<file path="src/mem_init.hex">
// One 32-bit word per line in hex, for word addresses 0 to 63 in order.
AA00553F
AA01553E
AA02553D
AA03553C
AA04553B
AA05553A
AA065539
AA075538
AA085537
AA095536
AA0A5535
AA0B5534
AA0C5533
AA0D5532
AA0E5531
AA0F5530
AA10552F
AA11552E
AA12552D
AA13552C
AA14552B
AA15552A
AA165529
AA175528
AA185527
AA195526
AA1A5525
AA1B5524
AA1C5523
AA1D5522
AA1E5521
AA1F5520
AA20551F
AA21551E
AA22551D
AA23551C
AA24551B
AA25551A
AA265519
AA275518
AA285517
AA295516
AA2A5515
AA2B5514
AA2C5513
AA2D5512
AA2E5511
AA2F5510
AA30550F
AA31550E
AA32550D
AA33550C
AA34550B
AA35550A
AA365509
AA375508
AA385507
AA395506
AA3A5505
AA3B5504
AA3C5503
AA3D5502
AA3E5501
AA3F5500

</file>
<file path="src/axi_pkg.sv">
package axi_pkg;

  // ==================================================
  // Burst and response encodings
  // ==================================================

  localparam logic [1:0] BURST_FIXED = 2'b00;
  localparam logic [1:0] BURST_INCR  = 2'b01;

  localparam logic [1:0] RESP_OKAY   = 2'b00;
  localparam logic [1:0] RESP_SLVERR = 2'b10;
  localparam logic [1:0] RESP_DECERR = 2'b11;

  // ==================================================
  // Read channel payloads
  // ==================================================

  // Read address payload that travels with ar_valid.
  typedef struct packed {
    logic [31:0] addr;
    logic [3:0]  id;
    logic [7:0]  len;    // Beats minus one.
    logic [2:0]  size;
    logic [1:0]  burst;
  } ar_req_t;

  // One read data beat.
  typedef struct packed {
    logic [31:0] data;
    logic [1:0]  resp;
    logic        last;
    logic [3:0]  id;
  } r_beat_t;

endpackage

</file>
<file path="src/soc_pkg.sv">
package soc_pkg;

  // ==================================================
  // Address map
  // ==================================================

  localparam logic [15:0] CLINT_BASE_HI = 16'h0200;  // Upper half of a CLINT address.

  localparam int          MEM_WORDS = 64;
  localparam int          MEM_AW    = $clog2(MEM_WORDS);
  localparam logic [31:0] MEM_BASE  = 32'h8000_0000;
  localparam logic [31:0] MEM_END   = MEM_BASE + 32'(4 * MEM_WORDS);  // First byte past memory.

  // CLINT register offsets within its 64 KiB window.
  localparam logic [15:0] MTIME_LO_OFF = 16'hBFF8;
  localparam logic [15:0] MTIME_HI_OFF = 16'hBFFC;

endpackage

</file>
<file path="src/read_xbar.sv">
`timescale 1ns/100ps

module read_xbar (
  input  logic             clock,
  input  logic             reset,

  input  logic             up_ar_valid,
  input  axi_pkg::ar_req_t up_ar,
  output logic             up_ar_ready,
  output logic             up_r_valid,
  output axi_pkg::r_beat_t up_r,
  input  logic             up_r_ready,

  output logic             mem_ar_valid,
  output axi_pkg::ar_req_t mem_ar,
  input  logic             mem_ar_ready,
  input  logic             mem_r_valid,
  input  axi_pkg::r_beat_t mem_r,
  output logic             mem_r_ready,

  output logic             clint_ar_valid,
  output axi_pkg::ar_req_t clint_ar,
  input  logic             clint_ar_ready,
  input  logic             clint_r_valid,
  input  axi_pkg::r_beat_t clint_r,
  output logic             clint_r_ready
);

  import axi_pkg::*;
  import soc_pkg::*;

  typedef enum logic [2:0] {
    ST_IDLE  = 3'b001,
    ST_MEM   = 3'b010,
    ST_CLINT = 3'b100
  } state_t;

  state_t  state;
  state_t  state_next;
  logic    st_idle;
  logic    st_mem;
  logic    st_clint;
  logic    req_clint;
  logic    sel_r_valid;
  r_beat_t sel_r;

  assign st_idle   = state[0];
  assign st_mem    = state[1];
  assign st_clint  = state[2];
  assign req_clint = (up_ar.addr[31:16] == CLINT_BASE_HI);

  always_ff @(posedge clock) begin
    if (reset) begin
      state <= ST_IDLE;
    end else begin
      state <= state_next;
    end
  end

  always_comb begin
    state_next = state;
    if (st_idle) begin
      if (up_ar_valid && up_ar_ready) begin
        state_next = req_clint ? ST_CLINT : ST_MEM;
      end
    end else if (up_r_valid && up_r_ready && up_r.last) begin
      state_next = ST_IDLE;  // Released once the last beat has gone up.
    end
  end

  // ==================================================
  // Address channel open only while idle
  // ==================================================

  assign mem_ar_valid   = st_idle & ~req_clint & up_ar_valid;
  assign clint_ar_valid = st_idle & req_clint & up_ar_valid;
  assign mem_ar         = (st_idle && !req_clint) ? up_ar : '0;
  assign clint_ar       = (st_idle && req_clint) ? up_ar : '0;
  assign up_ar_ready    = st_idle & (req_clint ? clint_ar_ready : mem_ar_ready);

  // ==================================================
  // Data channel following the locked slave
  // ==================================================

  always_comb begin
    sel_r_valid = 1'b0;
    sel_r       = '0;
    if (st_mem) begin
      sel_r_valid = mem_r_valid;
      sel_r       = mem_r;
    end else if (st_clint) begin
      sel_r_valid = clint_r_valid;
      sel_r       = clint_r;
    end
  end

  assign up_r_valid    = sel_r_valid;
  assign up_r          = sel_r;
  assign mem_r_ready   = st_mem & up_r_ready;
  assign clint_r_ready = st_clint & up_r_ready;

endmodule

</file>
<file path="src/soc_mem.sv">
`timescale 1ns/100ps

module soc_mem (
  input  logic             clock,
  input  logic             reset,
  input  logic             ar_valid,
  input  axi_pkg::ar_req_t ar,
  output logic             ar_ready,
  output logic             r_valid,
  output axi_pkg::r_beat_t r,
  input  logic             r_ready
);

  import axi_pkg::*;
  import soc_pkg::*;

  logic [31:0]       mem [MEM_WORDS];
  logic [7:0]        beats_left;      // Beats still to come after the current one.
  logic [MEM_AW-1:0] word_addr;
  logic [MEM_AW-1:0] next_addr;
  logic [1:0]        burst;
  logic              decerr;
  logic              in_window;
  logic              ar_fire;
  logic              r_fire;

  initial begin
    $readmemh("/design/src/mem_init.hex", mem);
  end

  assign ar_ready  = ~r_valid;  // A burst is open exactly while a beat is pending.
  assign ar_fire   = ar_valid & ar_ready;
  assign r_fire    = r_valid & r_ready;
  assign in_window = (ar.addr >= MEM_BASE) && (ar.addr < MEM_END);

  always_comb begin
    case (burst)
      BURST_INCR:  next_addr = word_addr + MEM_AW'(1);
      BURST_FIXED: next_addr = word_addr;
      default:     next_addr = word_addr;
    endcase
  end

  always_ff @(posedge clock) begin
    if (reset) begin
      r_valid    <= 1'b0;
      beats_left <= '0;
    end else if (ar_fire) begin
      r_valid    <= 1'b1;
      beats_left <= ar.len;
    end else if (r_fire) begin
      r_valid    <= ~r.last;
      beats_left <= beats_left - 8'd1;
    end
  end

  always_ff @(posedge clock) begin
    if (ar_fire) begin
      word_addr <= ar.addr[MEM_AW+1:2];
      burst     <= ar.burst;
      decerr    <= ~in_window;
      r.data    <= in_window ? mem[ar.addr[MEM_AW+1:2]] : 32'h0;
      r.resp    <= in_window ? RESP_OKAY : RESP_DECERR;
      r.last    <= (ar.len == 8'd0);
      r.id      <= ar.id;
    end else if (r_fire && !r.last) begin
      word_addr <= next_addr;
      r.data    <= decerr ? 32'h0 : mem[next_addr];
      r.last    <= (beats_left == 8'd1);
    end
  end

endmodule

</file>
<file path="src/clint.sv">
`timescale 1ns/100ps

module clint (
  input  logic             clock,
  input  logic             reset,
  input  logic             ar_valid,
  input  axi_pkg::ar_req_t ar,
  output logic             ar_ready,
  output logic             r_valid,
  output axi_pkg::r_beat_t r,
  input  logic             r_ready
);

  import axi_pkg::*;
  import soc_pkg::*;

  logic [63:0] mtime;
  logic [15:0] offset;
  logic [15:0] sel_off;
  logic [7:0]  beats_left;
  logic [31:0] rd_data;
  logic [1:0]  rd_resp;
  logic        ar_fire;
  logic        r_fire;

  assign ar_ready = ~r_valid;
  assign ar_fire  = ar_valid & ar_ready;
  assign r_fire   = r_valid & r_ready;

  always_comb begin
    sel_off = r_valid ? offset : ar.addr[15:0];  // The burst keeps its first address.
    rd_data = 32'h0;
    rd_resp = RESP_SLVERR;
    case (sel_off)
      MTIME_LO_OFF: begin
        rd_data = mtime[31:0];
        rd_resp = RESP_OKAY;
      end
      MTIME_HI_OFF: begin
        rd_data = mtime[63:32];
        rd_resp = RESP_OKAY;
      end
      default: ;
    endcase
  end

  always_ff @(posedge clock) begin
    if (reset) begin
      mtime      <= 64'h0;
      r_valid    <= 1'b0;
      beats_left <= '0;
    end else begin
      mtime <= mtime + 64'd1;
      if (ar_fire) begin
        r_valid    <= 1'b1;
        beats_left <= ar.len;
      end else if (r_fire) begin
        r_valid    <= ~r.last;
        beats_left <= beats_left - 8'd1;
      end
    end
  end

  // Every beat takes a fresh sample of the timer.
  always_ff @(posedge clock) begin
    if (ar_fire) begin
      offset <= ar.addr[15:0];
      r.data <= rd_data;
      r.resp <= rd_resp;
      r.last <= (ar.len == 8'd0);
      r.id   <= ar.id;
    end else if (r_fire && !r.last) begin
      r.data <= rd_data;
      r.resp <= rd_resp;
      r.last <= (beats_left == 8'd1);
    end
  end

endmodule

</file>
<file path="src/read_subsystem.sv">
`timescale 1ns/100ps

module read_subsystem (
  input  logic             clock,
  input  logic             reset,
  input  logic             ar_valid,
  input  axi_pkg::ar_req_t ar,
  output logic             ar_ready,
  output logic             r_valid,
  output axi_pkg::r_beat_t r,
  input  logic             r_ready
);

  import axi_pkg::*;

  // ==================================================
  // Crossbar to slave links
  // ==================================================

  logic    mem_ar_valid;
  ar_req_t mem_ar;
  logic    mem_ar_ready;
  logic    mem_r_valid;
  r_beat_t mem_r;
  logic    mem_r_ready;

  logic    clint_ar_valid;
  ar_req_t clint_ar;
  logic    clint_ar_ready;
  logic    clint_r_valid;
  r_beat_t clint_r;
  logic    clint_r_ready;

  read_xbar xbar (
    .clock          (clock),
    .reset          (reset),
    .up_ar_valid    (ar_valid),
    .up_ar          (ar),
    .up_ar_ready    (ar_ready),
    .up_r_valid     (r_valid),
    .up_r           (r),
    .up_r_ready     (r_ready),
    .mem_ar_valid   (mem_ar_valid),
    .mem_ar         (mem_ar),
    .mem_ar_ready   (mem_ar_ready),
    .mem_r_valid    (mem_r_valid),
    .mem_r          (mem_r),
    .mem_r_ready    (mem_r_ready),
    .clint_ar_valid (clint_ar_valid),
    .clint_ar       (clint_ar),
    .clint_ar_ready (clint_ar_ready),
    .clint_r_valid  (clint_r_valid),
    .clint_r        (clint_r),
    .clint_r_ready  (clint_r_ready)
  );

  soc_mem mem (
    .clock    (clock),
    .reset    (reset),
    .ar_valid (mem_ar_valid),
    .ar       (mem_ar),
    .ar_ready (mem_ar_ready),
    .r_valid  (mem_r_valid),
    .r        (mem_r),
    .r_ready  (mem_r_ready)
  );

  clint clint_i (
    .clock    (clock),
    .reset    (reset),
    .ar_valid (clint_ar_valid),
    .ar       (clint_ar),
    .ar_ready (clint_ar_ready),
    .r_valid  (clint_r_valid),
    .r        (clint_r),
    .r_ready  (clint_r_ready)
  );

endmodule

</file>
<file path="config.mk">
export PLATFORM = sky130hd
export DESIGN_NAME = read_subsystem
export DESIGN_NICKNAME = d
export VERILOG_FILES = /design/src/axi_pkg.sv /design/src/soc_pkg.sv /design/src/read_xbar.sv /design/src/soc_mem.sv /design/src/clint.sv /design/src/read_subsystem.sv
export SDC_FILE = /design/constraint.sdc
export NUM_CORES = 1
export LEC_CHECK = 0
export ABC_CLOCK_PERIOD_IN_PS = 6100
export BUFFER_PORTS_ARGS = -buffer_cell sky130_fd_sc_hd__buf_4
export CAP_MARGIN = 20
export CORE_ASPECT_RATIO = 0.75
export CORE_UTILIZATION = 45
export DETAILED_ROUTE_END_ITERATION = 10
export MAX_ROUTING_LAYER = met4
export PLACE_DENSITY_LB_ADDON = 0.12
export SYNTH_ARGS = -nofsm -noshare
export SYNTH_HDL_FRONTEND = slang
export SYNTH_HIERARCHICAL = 1
export SYNTH_SLANG_ARGS = --single-unit
export TNS_END_PERCENT = 100
</file>
<file path="constraint.sdc">
create_clock -name clock -period 6.1 [get_ports clock]
set_clock_uncertainty 0.2 [all_clocks]
set_input_delay 1.22 -clock clock [delete_from_list [all_inputs] [get_ports clock]]
set_output_delay 1.22 -clock clock [all_outputs]
set_load 0.02 [all_outputs]
</file>
# Word-level counts from Yosys, hierarchy flattened
# Index checks and enable logic that the tools add are counted.
[op_classes]
addsub = 3
multipliers = 0
n_div = 0
order_cmp = 2
n_eq_ne = 6
shift = 0
n_mux = 31
bitwise = 17
reduce_logical = 20
[op_table]
columns = ["operator", "count"]
rows = [
  ["$mux W32", 4],
  ["$mux W39", 2],
  ["$mux W35", 2],
  ["$add A64 B1 Y64 const B", 1],
  ["$pmux W32 S2", 1],
  ["$mux W49", 1],
  ["$mux W33", 1],
  ["$eq A16 B16 Y1 const B", 2],
  ["$ge A32 B32 Y1 const B", 1],
  ["$lt A32 B32 Y1 const B", 1],
  ["$mux W8", 4],
  ["$eq A16 B10 Y1 const B", 1],
  ["$eq A8 B1 Y1 const B", 2],
  ["$logic_not A8 Y1", 2],
  ["$mux W16", 1],
  ["$sub A8 B1 Y8 const B", 2],
  ["$mux W3", 4],
  ["$and A1 B1 Y1", 11],
  ["$reduce_bool A2 Y1", 5],
  ["$mux W1", 9],
  ["$logic_and A1 B1 Y1", 8],
  ["$not A1 Y1", 6],
  ["$mux W2", 2],
  ["$logic_not A1 Y1", 3],
  ["3 further kinds", 3],
]
[word_totals]
reg_bits = 180
latch_bits = 0
ram_bits = 0
rom_bits = 0
inputBits = 53
output_inout_bits = 41
elab_cells = 96
memories = 0

# Depth between registers and ports, before layout
[logic_depth]
word_depth = 9
ltp_mapped = 11
depth_no_buf = 9

# Cells and area by module
# Netlist, hierarchy kept.
[modules_own_cells]
columns = ["mod", "n_inst", "cells_per_inst", "area_per_inst_um2", "seq_area_each_um2"]
rows = [
  ["clint", 1, 536, 5542.8, 3083.0],
  ["read_xbar", 1, 193, 1411.4, 60.1],
  ["soc_mem", 1, 119, 1072.3, 360.3],
]

# Least setup slack after synthesis
# No wires, ideal clock.
[synth_path]
path_type = "input port to flip-flop"
startpoint = "input port r_ready"
endpoint = "register clint_i/r[10] in the netlist's numbering, enable pin"
setup_time_ns = 0.475
t_arrival_ns = 4.009
t_required_ns = 5.425
slack_ns = 1.416
path_stages = 3
path_buffers = 0
path_cell_list = "and2_1 nand2_1 o21ai_0"
[synth_via]
elab_chain_len = 4
[synth_rtl]
columns = ["item", "line_no", "source"]
rows = [
  ["start, declared", "read_subsystem.sv:11", "input logic r_ready"],
  ["$and A1 B1 Y1", "read_xbar.sv:100", "assign clint_r_ready = st_clint & up_r_ready;"],
  ["$and A1 B1 Y1", "clint.sv:28", "assign r_fire = r_valid & r_ready;"],
  ["$logic_and A1 B1 Y1", "clint.sv:72", "end else if (r_fire && !r.last) begin"],
  ["$reduce_bool A2 Y1 (no line)", "n/a", ""],
  ["end, declared", "clint.sv:10", "output axi_pkg::r_beat_t r,"],
]
# No other way between the ends.
# A chain may end at the register's enable or synchronous reset.

==> impl_metrics.yaml <==
placement:
  port_buffers: 88
  pre_cts_ws_ns: 1.03
  place_hpwl_um: 13300
  gp_congestion: 0.845
  dp_cells: 1067
hold_path:
  min_path_cells: 1
  worstHoldEndpoint: "clint_i/mtime[0]"
  hp-start: "clint_i/mtime[0]"
  hp-class: "reg -> reg"
sta:
  whs_ns: 0.283
  rsz0062_at_grt: "no"
  tns_ns: 0
  setup_violations: 0
  finalHoldViolCount: 0
  finalMaxSlewViolations: 0
  fmax_ghz: 0.215
  period_needed_ns: 4.65
  tightestPinTransition_ns: 0.977
  postLayoutSetupSlackWorst_ns: 1.45
  slew_headroom_pct: 34.9
  period_share_pct: 76.3
final_layout:
  final_common_cell: "buf_4"
  fin_nets: 930
  syn_to_final_growth_pct: 16.2
  layout.cells.non_filler: 1100
  diodes: 0
  final_layout_size_suffix_gt1_share_pct: 17.6
  layout_common_cells: "buf_4 (94), dfxtp_1 (85), a22o_1 (72)"
cts:
  post_cts.repair.setup_buffers: 0
  clock_latency_ns: 0.42
  clk_pin_slew_ns: 0.06
  cts_buffer_depth: 2
  cts_hold_buf: 0
  post_cts_resize_count: 0
  root_buffer: "clkbuf_16"
  clock_sink_count: 145
  cts_max_level: 4
  cts_made_buffers: 17
  cts_tree: "yes"
worst_setup_path:
  worst-endpoint-arrival_ns: 4.69
  worstReg2RegEnd: "clint_i/r[35]"
  cp.required_ns: 6.14
  setup.worst_path.start_class: "primary input"
  crit_type: "in -> reg"
  cp_max_fo: 32
  regToRegSetupSlack_ns: 2.52
  r2r-start: "xbar/state[0]"
  ff2ff_path_depth: 8
  cp-end-kind: "flip-flop"
floorplanning:
  fp-row-count: 41
  dieArea_um2: 17900
  io_pins: 94
  die_h_um: 116
  initial_core_util_pct: 46.2
  die_w_um: 154
  core-area_um2: 16900
logic_synthesis:
  syn_inst: 814
  syn_area_per_cell_um2: 9.58
  synth_warnings: 6
  netlist_area_um2: 7800
global_route:
  overflow: 0
  grt_pass1_wl_um: 30400
  first_global_vias: 5756
  grt_antenna_before_repair: 0
  globalRouteTotalUtil_pct: 22.6
  grt_max_degree: 90
drt:
  firstDrtPassIters: 5
  drt_iter0_markers: 464
  wl_per_cell_um: 17.2
  drc: 0
  via_count: 6423
  drt-total-wl_um: 18900
  avgViaCountPerCell: 5.84
  ant_nets: 0
power_and_ir_drop:
  seqPwrFrac_pct: 44.4
  p_int_w: 0.00176
  combinationalPowerShare_pct: 8.3
  switchingPower_w: 0.000551
  power.static_leakage_nw: 3.21
  switching_share_pct: 23.8
  p_per_area_nw_per_um2: 255
  ir_drop_uv: 193
  power_frac_clock_pct: 47.3
  power.total_w: 0.00231
flow_run:
  maxCapViolCount: 0
run_status:
  outcome: "completed"
==> per-stage QoR <==
step | utilization, % | instance area [um^2]
CTS | 53.5 | 9030
detailed placement | 49.8 | 8410
finish | 53.7 | 9060
global placement | 49.8 | 8410
floorplan | - | 7910
global route | 53.7 | 9060
==> per-layer routing <==
layer	track usage [%]	routed length (um)	up-vias	part of all wire [%]
met5	-	0	-	0
met4	6.53	164	0	0.87
met3	4.11	1030	13	5.4
met2	30.0	7680	192	41
met1	34.3	10100	3108	53
li1	-	-	3110	-
==> state kept, by name, indices dropped and copies added (netlist names) <==
name,cells
clint_i/r,38
clint_i/mtime,64
clint_i/r_valid,1
mem/r,6
clint_i/beats_left,8
mem/beats_left,8
mem/r_valid,1
clint_i/offset,16
xbar/state,3
==> worst max-delay path, cell delays in order <==
cell,delay (ns)
buf_4,0.12
nor4_4,0.33
nand4_4,0.41
nor2_4,0.59
and2_1,0.23
nand4b_1,0.10
nor4_1,0.51
o221a_2,0.77
a22o_1,0.37
==> worst max-delay path by stage <==
stage	cells after the start	to	slack, ns	from
2_1_floorplan	3	clint_i/r[10]	1.42	r_ready
3_3_place_gp	9	clint_i/r[35]	1.20	ar[44]
3_5_place_dp	9	clint_i/r[35]	1.03	ar[44]
4_1_cts	9	clint_i/r[35]	1.47	ar[44]
5_1_grt	9	clint_i/r[35]	1.19	ar[44]
6_report	9	clint_i/r[35]	1.45	ar[44]
==> power by group through the flow <==
stage | clock network [W] | logic [W] | registers (W)
after global routing | 0.00115 | 0.000209 | 0.00103
after CTS | 0.00111 | 0.000182 | 0.00103
after global placement | 0 | 0.000179 | 0.00105
after detailed placement | 0 | 0.000181 | 0.00105
after floorplan | 0 | 0.000134 | 0.00104
final | 0.00109 | 0.000192 | 0.00103
==> final cells by class <==
type | instances | area, um^2
well taps | 215 | 269
inverters | 23 | 86.3
multi-input cells | 590 | 3840
fillers | 1488 | 7820
repair buffers | 95 | 733
clock buffers | 18 | 429
clock inverters | 14 | 193
flip-flops and latches | 145 | 3500
(Power assumes the default switching activity.)
